[config.mk]
export PLATFORM = sky130hd
export DESIGN_NAME = router_egress
export DESIGN_NICKNAME = d
export VERILOG_FILES = /design/src/common/egress_pkg.sv /design/src/rtl/router_egress.sv /design/src/port_adapt/port_width_adapt.sv /design/src/port_buffer/port_buffer.sv /design/src/rtl/egress_demux.sv
export SDC_FILE = /design/constraint.sdc
export NUM_CORES = 2
export LEC_CHECK = 0
export BUFFER_PORTS_ARGS = -buffer_cell sky130_fd_sc_hd__buf_2
export CAP_MARGIN = 20
export CORE_UTILIZATION = 55
export DETAILED_ROUTE_END_ITERATION = 8
export PLACE_DENSITY = 0.71
export SYNTH_ARGS = -nofsm -noshare
export SYNTH_HDL_FRONTEND = slang
export SYNTH_MEMORY_MAX_BITS = 65536
export SYNTH_SLANG_ARGS = --single-unit
export TNS_END_PERCENT = 100
[constraint.sdc]
create_clock -name egr_bus -period 10.4 [get_ports egr_bus]
set_input_delay 1.56 -clock egr_bus [delete_from_list [all_inputs] [get_ports egr_bus]]
set_output_delay 1.56 -clock egr_bus [all_outputs]
set_load 0.005 [all_outputs]
[src/common/egress_pkg.sv]
// Shared widths, beat structs and counter types for the router egress stage.
// Modules import it inside their bodies and use scoped names in their headers.
`default_nettype none

package egress_pkg;

    ////////////////////////////////////////////////////////////
    // Bus geometry

    localparam int EGR_BYTES  = 8;
    localparam int PHYS_BYTES = 2;
    localparam int EGR_BITS   = EGR_BYTES * 8;
    localparam int PHYS_BITS  = PHYS_BYTES * 8;

    // Largest packet in wide beats, 64 bytes
    localparam int MAX_PKT_BEATS = 8;

    typedef logic [EGR_BITS-1:0]   egr_data_t;
    typedef logic [EGR_BYTES-1:0]  egr_keep_t;
    typedef logic [PHYS_BITS-1:0]  phys_data_t;
    typedef logic [PHYS_BYTES-1:0] phys_keep_t;
    typedef logic [3:0]            egr_port_t;
    typedef logic [15:0]           egr_cnt_t;

    ////////////////////////////////////////////////////////////
    // Beat and status structs

    // Byte 0 sits in the low bits and goes out first
    typedef struct packed {
        egr_data_t data;
        egr_keep_t keep;
        logic      last;
    } egr_beat_t;

    typedef struct packed {
        logic      valid;
        egr_port_t port;
        egr_beat_t beat;
    } egr_in_t;

    typedef struct packed {
        phys_data_t data;
        phys_keep_t keep;
        logic       last;
    } phys_beat_t;

    typedef struct packed {
        egr_cnt_t pkts_sent;
        egr_cnt_t bytes_sent;
        egr_cnt_t pkts_dropped;
    } egr_cnts_t;

endpackage

`default_nettype wire
[src/rtl/router_egress.sv]
// Top level of the router egress stage.
// Demux into per-port buffers, each drained by a 2-byte width adapter.
`timescale 1ns/100ps
`default_nettype none

module router_egress #(
    parameter int NUM_PORTS = 4,
    parameter int BUF_DEPTH = 16
) (
    input  var logic                   egr_bus,
    input  var logic                   reset,
    input  var egress_pkg::egr_in_t    egr_in,
    output var logic [NUM_PORTS-1:0]   egr_buf_ready,
    output var logic [NUM_PORTS-1:0]   egr_buf_full_drop,
    input  var logic [NUM_PORTS-1:0]   port_enable,
    input  var logic [NUM_PORTS-1:0]   cnts_clear,
    output var egress_pkg::phys_beat_t phys_out [NUM_PORTS-1:0],
    output var logic [NUM_PORTS-1:0]   phys_valid,
    input  var logic [NUM_PORTS-1:0]   phys_ready,
    output var egress_pkg::egr_cnts_t  egr_cnts [NUM_PORTS-1:0]
);
    import egress_pkg::*;

    egr_beat_t            buf_beat;
    logic [NUM_PORTS-1:0] buf_valid;
    egr_beat_t            rd_beat [NUM_PORTS-1:0];
    logic [NUM_PORTS-1:0] rd_valid;
    logic [NUM_PORTS-1:0] rd_pop;

    ////////////////////////////////////////////////////////////
    // Input demux

    egress_demux #(
        .NUM_PORTS ( NUM_PORTS )
    ) demux (
        .egr_bus   ( egr_bus   ),
        .reset     ( reset     ),
        .egr_in    ( egr_in    ),
        .buf_beat  ( buf_beat  ),
        .buf_valid ( buf_valid )
    );

    ////////////////////////////////////////////////////////////
    // Per-port buffer and adapter

    for (genvar p = 0; p < NUM_PORTS; p++) begin : gen_port
        port_buffer #(
            .BUF_DEPTH ( BUF_DEPTH )
        ) buffer (
            .egr_bus     ( egr_bus              ),
            .reset       ( reset                ),
            .wr_beat     ( buf_beat             ),
            .wr_valid    ( buf_valid[p]         ),
            .port_enable ( port_enable[p]       ),
            .rd_beat     ( rd_beat[p]           ),
            .rd_valid    ( rd_valid[p]          ),
            .rd_pop      ( rd_pop[p]            ),
            .buf_ready   ( egr_buf_ready[p]     ),
            .full_drop   ( egr_buf_full_drop[p] )
        );

        port_width_adapt adapt (
            .egr_bus    ( egr_bus              ),
            .reset      ( reset                ),
            .rd_beat    ( rd_beat[p]           ),
            .rd_valid   ( rd_valid[p]          ),
            .rd_pop     ( rd_pop[p]            ),
            .phys_out   ( phys_out[p]          ),
            .phys_valid ( phys_valid[p]        ),
            .phys_ready ( phys_ready[p]        ),
            .full_drop  ( egr_buf_full_drop[p] ),
            .cnts_clear ( cnts_clear[p]        ),
            .cnts       ( egr_cnts[p]          )
        );
    end

endmodule

`default_nettype wire

[src/port_adapt/port_width_adapt.sv]
// Per-port width adapter that serialises 8-byte buffer beats onto a 2-byte port.
// Also keeps the sent and dropped counters for the port.
`timescale 1ns/100ps
`default_nettype none

module port_width_adapt (
    input  var logic                   egr_bus,
    input  var logic                   reset,
    input  var egress_pkg::egr_beat_t  rd_beat,
    input  var logic                   rd_valid,
    output var logic                   rd_pop,
    output var egress_pkg::phys_beat_t phys_out,
    output var logic                   phys_valid,
    input  var logic                   phys_ready,
    input  var logic                   full_drop,
    input  var logic                   cnts_clear,
    output var egress_pkg::egr_cnts_t  cnts
);
    import egress_pkg::*;

    localparam int NUM_LANES = EGR_BYTES / PHYS_BYTES;
    localparam int LANE_W    = $clog2(NUM_LANES);

    logic [LANE_W-1:0] lane_idx;
    logic [LANE_W-1:0] last_lane;
    logic              final_lane;
    logic              xfer;

    ////////////////////////////////////////////////////////////
    // Lane walk

    // Keep is contiguous from lane 0, so the highest lane with its
    // first byte valid is the last one to send
    always_comb begin
        last_lane = '0;
        for (int i = 0; i < NUM_LANES; i++) begin
            if (rd_beat.keep[i*PHYS_BYTES]) begin
                last_lane = LANE_W'(i);
            end
        end
    end

    assign final_lane = (lane_idx == last_lane);

    assign phys_valid    = rd_valid;
    assign phys_out.data = rd_beat.data[lane_idx*PHYS_BITS +: PHYS_BITS];
    assign phys_out.keep = rd_beat.keep[lane_idx*PHYS_BYTES +: PHYS_BYTES];
    assign phys_out.last = rd_beat.last && final_lane;

    assign xfer   = phys_valid && phys_ready;
    assign rd_pop = xfer && final_lane;

    always_ff @(posedge egr_bus) begin
        if (reset) begin
            lane_idx <= '0;
        end else if (xfer) begin
            lane_idx <= final_lane ? '0 : lane_idx + 1'b1;
        end
    end

    ////////////////////////////////////////////////////////////
    // Port counters

    // Clear wins over any update in the same cycle
    always_ff @(posedge egr_bus) begin
        if (reset) begin
            cnts <= '0;
        end else if (cnts_clear) begin
            cnts <= '0;
        end else begin
            if (xfer) begin
                cnts.bytes_sent <= cnts.bytes_sent + egr_cnt_t'($countones(phys_out.keep));
                if (phys_out.last) begin
                    cnts.pkts_sent <= cnts.pkts_sent + 1'b1;
                end
            end
            if (full_drop) begin
                cnts.pkts_dropped <= cnts.pkts_dropped + 1'b1;
            end
        end
    end

endmodule

`default_nettype wire

[src/port_buffer/port_buffer.sv]
// Per-port packet FIFO with whole-packet admission on the first beat.
// Drops packets when the port is disabled or space is short, and exports a ready level.
`timescale 1ns/100ps
`default_nettype none

module port_buffer #(
    parameter int BUF_DEPTH = 16
) (
    input  var logic                  egr_bus,
    input  var logic                  reset,
    input  var egress_pkg::egr_beat_t wr_beat,
    input  var logic                  wr_valid,
    input  var logic                  port_enable,
    output var egress_pkg::egr_beat_t rd_beat,
    output var logic                  rd_valid,
    input  var logic                  rd_pop,
    output var logic                  buf_ready,
    output var logic                  full_drop
);
    import egress_pkg::*;

    localparam int PTR_W = $clog2(BUF_DEPTH);

    // Ready while a maximum-size packet still fits
    localparam logic [PTR_W:0] READY_LIMIT = (PTR_W + 1)'(BUF_DEPTH - MAX_PKT_BEATS);

    egr_beat_t      mem [BUF_DEPTH];
    logic [PTR_W:0] wr_ptr;
    logic [PTR_W:0] rd_ptr;
    logic [PTR_W:0] used;
    logic           in_pkt;
    logic           admitted;
    logic           first_beat;
    logic           admit_now;
    logic           wr_en;

    ////////////////////////////////////////////////////////////
    // Occupancy and admission

    // Pointers carry one extra bit so full and empty differ
    assign used      = wr_ptr - rd_ptr;
    assign buf_ready = (used <= READY_LIMIT);
    assign rd_valid  = (used != '0);

    assign first_beat = !in_pkt;
    assign admit_now  = port_enable && buf_ready;

    // Later beats follow the decision taken on the first one
    assign wr_en = wr_valid && (first_beat ? admit_now : admitted);

    always_ff @(posedge egr_bus) begin
        if (reset) begin
            in_pkt    <= 1'b0;
            admitted  <= 1'b0;
            full_drop <= 1'b0;
        end else begin
            full_drop <= wr_valid && first_beat && !admit_now;
            if (wr_valid) begin
                in_pkt <= !wr_beat.last;
                if (first_beat) begin
                    admitted <= admit_now;
                end
            end
        end
    end

    ////////////////////////////////////////////////////////////
    // Storage

    always_ff @(posedge egr_bus) begin
        if (wr_en) begin
            mem[wr_ptr[PTR_W-1:0]] <= wr_beat;
        end
    end

    always_ff @(posedge egr_bus) begin
        if (reset) begin
            wr_ptr <= '0;
        end else if (wr_en) begin
            wr_ptr <= wr_ptr + 1'b1;
        end
    end

    always_ff @(posedge egr_bus) begin
        if (reset) begin
            rd_ptr <= '0;
        end else if (rd_pop && rd_valid) begin
            rd_ptr <= rd_ptr + 1'b1;
        end
    end

    // Head entry, held until the adapter pops it
    assign rd_beat = mem[rd_ptr[PTR_W-1:0]];

endmodule

`default_nettype wire

[src/rtl/egress_demux.sv]
// Registered demultiplexer that steers wide input beats to the per-port buffers.
// One shared beat register plus a one-hot valid strobe decoded from the port field.
`timescale 1ns/100ps
`default_nettype none

module egress_demux #(
    parameter int NUM_PORTS = 4
) (
    input  var logic                  egr_bus,
    input  var logic                  reset,
    input  var egress_pkg::egr_in_t   egr_in,
    output var egress_pkg::egr_beat_t buf_beat,
    output var logic [NUM_PORTS-1:0]  buf_valid
);
    import egress_pkg::*;

    logic [NUM_PORTS-1:0] port_hit;

    ////////////////////////////////////////////////////////////
    // Port decode

    // Port numbers at or above NUM_PORTS match nothing
    always_comb begin
        port_hit = '0;
        for (int p = 0; p < NUM_PORTS; p++) begin
            if (egr_in.port == egr_port_t'(p)) begin
                port_hit[p] = 1'b1;
            end
        end
    end

    ////////////////////////////////////////////////////////////
    // Output registers

    // Payload is shared by all ports, only the strobes differ
    always_ff @(posedge egr_bus) begin
        buf_beat <= egr_in.beat;
    end

    always_ff @(posedge egr_bus) begin
        if (reset) begin
            buf_valid <= '0;
        end else if (egr_in.valid) begin
            buf_valid <= port_hit;
        end else begin
            buf_valid <= '0;
        end
    end

endmodule

`default_nettype wire

; ---- After elaboration in Yosys (flattened, before gate mapping)
; Memories as Yosys holds them, arrays and structs flattened. A register that Yosys moved wholly into a read port is not among the register bits.
; Index checks and enable logic that the tools add are counted.
[totals]
reg_bits = 329
ramBits = 4672
in_bits = 92
output_inout_bits = 280
word_cells = 191
mem_count = 4
[op_classes]
n_addsub = 32
order_cmp = 4
eq_ne = 7
shift = 8
n_mux = 40
bitwise_logic = 1
reduce_logical = 55
[mem_list]
columns = name, depth, width, read_ports, rd_clocked_by_memory_dff, write_ports, line
row1 = gen_port[0].buffer.mem, 16, 73, 1, 1, 1, port_buffer.sv:27  ; egr_beat_t mem [BUF_DEPTH];
row2 = gen_port[1].buffer.mem, 16, 73, 1, 1, 1, port_buffer.sv:27
row3 = gen_port[2].buffer.mem, 16, 73, 1, 1, 1, port_buffer.sv:27
row4 = gen_port[3].buffer.mem, 16, 73, 1, 1, 1, port_buffer.sv:27
[ops]
columns = op, count
row1 = $shiftx 64x7->16, 4
row2 = $add 16x1->16 const B, 8
row3 = $add 16x16->16, 4
row4 = $add 5x1->5 const B, 8
row5 = $logic_and 1x1->1, 32
row6 = $mux 4, 8
row7 = $shiftx 8x4->2, 4
row8 = $mux 2, 12
row9 = $le 5x4->1 const B, 4
row10 = $mux 1, 20
row11 = $reduce_bool 5->1, 4
row12 = $sub 5x5->5, 4
row13 = $reduce_or 2->1, 5
row14 = $logic_not 1->1, 9
row15 = $add 1x1->2, 4
row16 = $add 2x1->2 const B, 4
row17 = $eq 2x2->1, 4
row18 = $eq 4x2->1 const B, 2
row19 = $reduce_and 2->1, 4
row20 = $eq 4x1->1 const B, 1
row21 = $logic_not 4->1, 1
row22 = $not 1->1, 1

; ---- Longest topological paths before layout
[depth]
depth_word = 8
ltp_mapped = 18
mapped_depth_nobuf = 15

; ---- Modules after synthesis
; A second synthesis with hierarchy kept.
[hier_totals]
hier_cells = 8317
hier_area_um2 = 192151.8
[modules_own_cells]
columns = module, instances, cells_each, area_per_inst_um2
row1 = port_buffer (gen_port[2].buffer ...), 2, 1737, 44702.9
row2 = port_buffer (gen_port[0].buffer), 1, 1742, 44825.5
row3 = port_buffer (gen_port[1].buffer), 1, 1737, 44700.4
row4 = port_width_adapt (gen_port[0].adapt ...), 3, 321, 2904.0
row5 = port_width_adapt (gen_port[3].adapt), 1, 318, 2915.3
row6 = egress_demux, 1, 83, 1592.8

; ---- Worst setup path after synthesis
; No wires, ideal clock.
[synth_path]
path_kind = in2reg
start = input port port_enable[1]
end = memory gen_port[1].buffer.mem[0][0] (netlist name) (enable)
setup_time_ns = 0.594
arrival_ns = 7.387
required_time_ns = 9.806
setup_slack_ns = 2.419
path_stages = 6
cell_sequence = o2111ai_1 o21ai_0 and2_1 clkbuf_1 nand2_1 nor3_1
[synth_between]
elab_chain_cells = 5
[synth_rtl]
columns = item, line
row1 = start: declaration, router_egress.sv:15  ; input var logic [NUM_PORTS-1:0] port_enable,
row2 = $logic_and 1x1->1, port_buffer.sv:46  ; assign admit_now = port_enable && buf_ready;
row3 = $mux 1, port_buffer.sv:49  ; assign wr_en = wr_valid && (first_beat ? admit_now : admitted);
row4 = $logic_and 1x1->1, port_buffer.sv:49
row5 = $mux 1, port_buffer.sv:71  ; if (wr_en) begin
row6 = $mux 1 (not written as such), port_buffer.sv:72  ; mem[wr_ptr[PTR_W-1:0]] <= wr_beat;
row7 = end: declaration, port_buffer.sv:27
; Every way passes these cells.

==> impl_metrics.env <==
export IMPL_status="finished, final reports clean"
export IMPL_dieWidth_um=591.4
export IMPL_dieArea_um2=349800
export IMPL_h_tree_depth=5
export IMPL_dr_pass1_iters=6
export IMPL_mostFrequentLayoutCells="edfxtp_1, mux4_2, clkbuf_16, buf_2, dfxtp_1"
export IMPL_grt_pass1_vias=92645
export IMPL_ff_latch_area_um2=147400
export IMPL_worstHoldPathType="flop to flop"
export IMPL_final_setup_skew_ps=44.31
export IMPL_nNetsFinal=9074
export IMPL_viasPerCell=6.555
export IMPL_hp_start="gen_port[0].adapt.cnts[16]"
export IMPL_fin_setup_tns_ps=0
export IMPL_min_period_over_period_pct=66.96
export IMPL_grt_max_degree=166
export IMPL_drv_cap=0
export IMPL_worst_pin_slew_ps=1237
export IMPL_synthCells=8266
export IMPL_wl_per_cell_um=33.36
export IMPL_drcViolationCount=0
export IMPL_rsz0062_at_grt="no"
export IMPL_worst_ep_arrival_time_ps=5400
export IMPL_track_usage_pct=26.62
export IMPL_ir_worst_vdd_uv=158.5
export IMPL_cp_slowest_cell="dfxtp_4"
export IMPL_r2r_end="gen_port[2].adapt.cnts[30]"
export IMPL_drive_above_1_share_pct=32.22
export IMPL_port_buffer_count=371
export IMPL_synth_edf_count=4672
export IMPL_clk_path_buf_depth=4
export IMPL_vias=91216
export IMPL_cp_required_ps=8840
export IMPL_die_height_um=591.4
export IMPL_cp_slowest_stage_delay_ps=1030
export IMPL_drt_iter0_drc=11738
export IMPL_worst_setup_path_end_kind="primary output"
export IMPL_overflow=0
export IMPL_ant_nets=0
export IMPL_tritoncts="yes"
export IMPL_post_place_ws_ps=4427
export IMPL_final_util_pct=62.23
export IMPL_max_clock_freq_mhz=143.6
export IMPL_design_area_um2=215300
export IMPL_setup_viol=0
export IMPL_slew_headroom_pct=17.50
export IMPL_syn_area_um2=191100
export IMPL_post_cts_buffers=0
export IMPL_insertion_delay_ps=990
export IMPL_leakagePower_uw=0.06558
export IMPL_critPathLaunchType="flop"
export IMPL_synth_avg_cell_area_um2=23.12
export IMPL_cts_hold_buf=0
export IMPL_syn_nets=8418
export IMPL_wirelength_um=464200
export IMPL_ys_warn_count=0
export IMPL_fillers=22747
export IMPL_critical_path_depth=8
export IMPL_dpl_instance_area_um2=199400
export IMPL_multiInputGateArea_um2=42350
export IMPL_clkTransAtPathRegs_ps=60
export IMPL_io_pins=372
export IMPL_path_max_fanout=147
export IMPL_reg2reg_slack_ps=4550
export IMPL_grt_pass1_wl_um=660200
export IMPL_fin_ws_ps=3436
export IMPL_cts_buffers=479
export IMPL_fin_crit_ps=6964
export IMPL_fp_coreArea_um2=345900
export IMPL_antenna_found_initial=41
export IMPL_critPathCapture="phys_out[0]"
export IMPL_finalHoldViolations=0
export IMPL_gp_congestion=0.7791
export IMPL_reg2regPathDepth=11
export IMPL_synth_seq_cells=5017
export IMPL_synth_main_ff_cell="edfxtp_1"
export IMPL_start_util_pct=55.24
export IMPL_cts_resized_gates=0
export IMPL_area_delta_synth_final_pct=12.65
export IMPL_async_flop_share_pct=0
export IMPL_synth_cell_type_count=66
export IMPL_worstPathCellList="buf_12 -> mux4_2 -> mux2i_1 -> a2bb2o_1 -> o31ai_1 -> o31a_1 -> nor2b_1 -> buf_2"
export IMPL_place_hpwl_um=229600
export IMPL_clock_sinks=5017
export IMPL_rows=216
export IMPL_total_power_uw=40140
export IMPL_maxSlewViolCount=0
export IMPL_power_density_nw_per_um2=186.5
export IMPL_ys_seq_area_share_pct=77.04
export IMPL_crit_family="compound AO/OA/AOI/OAI gates"
export IMPL_critPathKind="flop to primary output"
export IMPL_final_common_cell="edfxtp_1"
export IMPL_cts_root_buffer_cell="clkbuf_16"
export IMPL_path_buf_inv=2
-- tightest hold or removal path, delay by kind of cell (launching register included) --
kind	cells	cell delay (ps)
DFF	1	330
and+or+nand+nor	1	60
AOI/OAI and AO/OA	1	60
-- per-layer routing --
metal	part of all wire, %	routed length (um)	GRT usage (%)
met3	10	47000	4.054
met5	0.012	57	0
met4	2.7	12610	7.013
met1	39	179600	38.43
met2	48	225000	43.23
-- state kept, by name, summed over array words and instances, names as in the netlist, named ones only --
signal                     count
demux.buf_valid                4
gen_port.buffer.wr_ptr        20
gen_port.buffer.rd_ptr        20
gen_port.buffer.in_pkt         4
gen_port.adapt.cnts          192
gen_port.buffer.admitted       4
gen_port.buffer.full_drop      4
gen_port.adapt.lane_idx        8
gen_port.buffer.mem         4672
demux.buf_beat                73
-- stage by stage --
| step | hold WS [ps] | cells |
|---|---|---|
| 3_3_place_gp | 463.8 | 13017 |
| 5_1_grt | 509.5 | 13913 |
| 6_report | 488.8 | 13916 |
| 3_5_place_dp | 470.0 | 13019 |
| 2_1_floorplan | 440.6 | 8266 |
| 4_1_cts | 482.1 | 13912 |
-- worst min-delay path by stage --
stage               slack (ps)                           end  cells past startpoint
global route               510    gen_port[2].adapt.cnts[43]                      2
global placement           460   gen_port[0].buffer.admitted                      2
detailed placement         470    gen_port[3].adapt.cnts[47]                      2
CTS                        480    gen_port[3].adapt.cnts[47]                      2
finish                     490    gen_port[0].adapt.cnts[16]                      2
floorplan                  440  gen_port[3].buffer.full_drop                      1
-- Yosys cell counts, types with 8 or more instances --
| library cell | number | area [um2] |
|---|---|---|
| a211oi_1 | 10 | 75.07 |
| a21oi_1 | 86 | 430.4 |
| and2_1 | 10 | 62.56 |
| and3_1 | 58 | 362.9 |
| and4_1 | 8 | 70.07 |
| buf_1 | 126 | 473.0 |
| buf_2 | 24 | 120.1 |
| buf_4 | 13 | 97.59 |
| clkbuf_1 | 255 | 957.2 |
| dfxtp_1 | 345 | 6907 |
| edfxtp_1 | 4672 | 140300 |
| ha_1 | 56 | 700.7 |
| inv_1 | 62 | 232.7 |
| mux2_2 | 11 | 123.9 |
| mux2i_1 | 41 | 410.4 |
| mux4_2 | 1516 | 34140 |
| nand2_1 | 122 | 457.9 |
| nand2b_1 | 12 | 75.07 |
| nand3_1 | 70 | 350.3 |
| nand4_1 | 36 | 225.2 |
| nor2_1 | 242 | 908.4 |
| nor2b_1 | 29 | 181.4 |
| nor3_1 | 39 | 195.2 |
| nor3b_1 | 13 | 97.59 |
| nor4_1 | 22 | 137.6 |
| nor4b_1 | 12 | 105.1 |
| o21a_1 | 8 | 60.06 |
| o21ai_0 | 74 | 370.4 |
| or3_1 | 57 | 356.6 |
| xnor2_1 | 93 | 814.5 |
| xor2_1 | 61 | 534.3 |
-- report_power, final --
group	switching (uW)	internal, uW
Clock	7420	10200
Combinational	427	52.3
Sequential	10.5	22100
-- final cells by class --
type / instances / share of cell area (%)
Antenna cell: 4 / 0.004650
Inverter: 63 / 0.1133
Clock inverter: 291 / 1.390
Timing Repair Buffer: 596 / 1.712
Sequential cell: 5017 / 68.45
Multi-Input combinational cell: 2765 / 19.67
Clock buffer: 602 / 5.991
Tap cell: 4578 / 2.661
-- cell families (layout without fill, tap and decap cells) --
logic type	Yosys count	in the layout	share of synthesized area, %
flip-flops	5017	5017	77.04
other	0	4	0
XOR/XNOR	156	156	0.7301
buffers and inverters	484	1552	1.004
adder cells (fa/ha/maj)	60	60	0.4086
multiplexers	1568	1568	18.15
AND/OR/NAND/NOR	757	757	1.986
AO/OA/AOI/OAI	224	224	0.6889
Note: power is estimated with default switching activity, not from simulation.
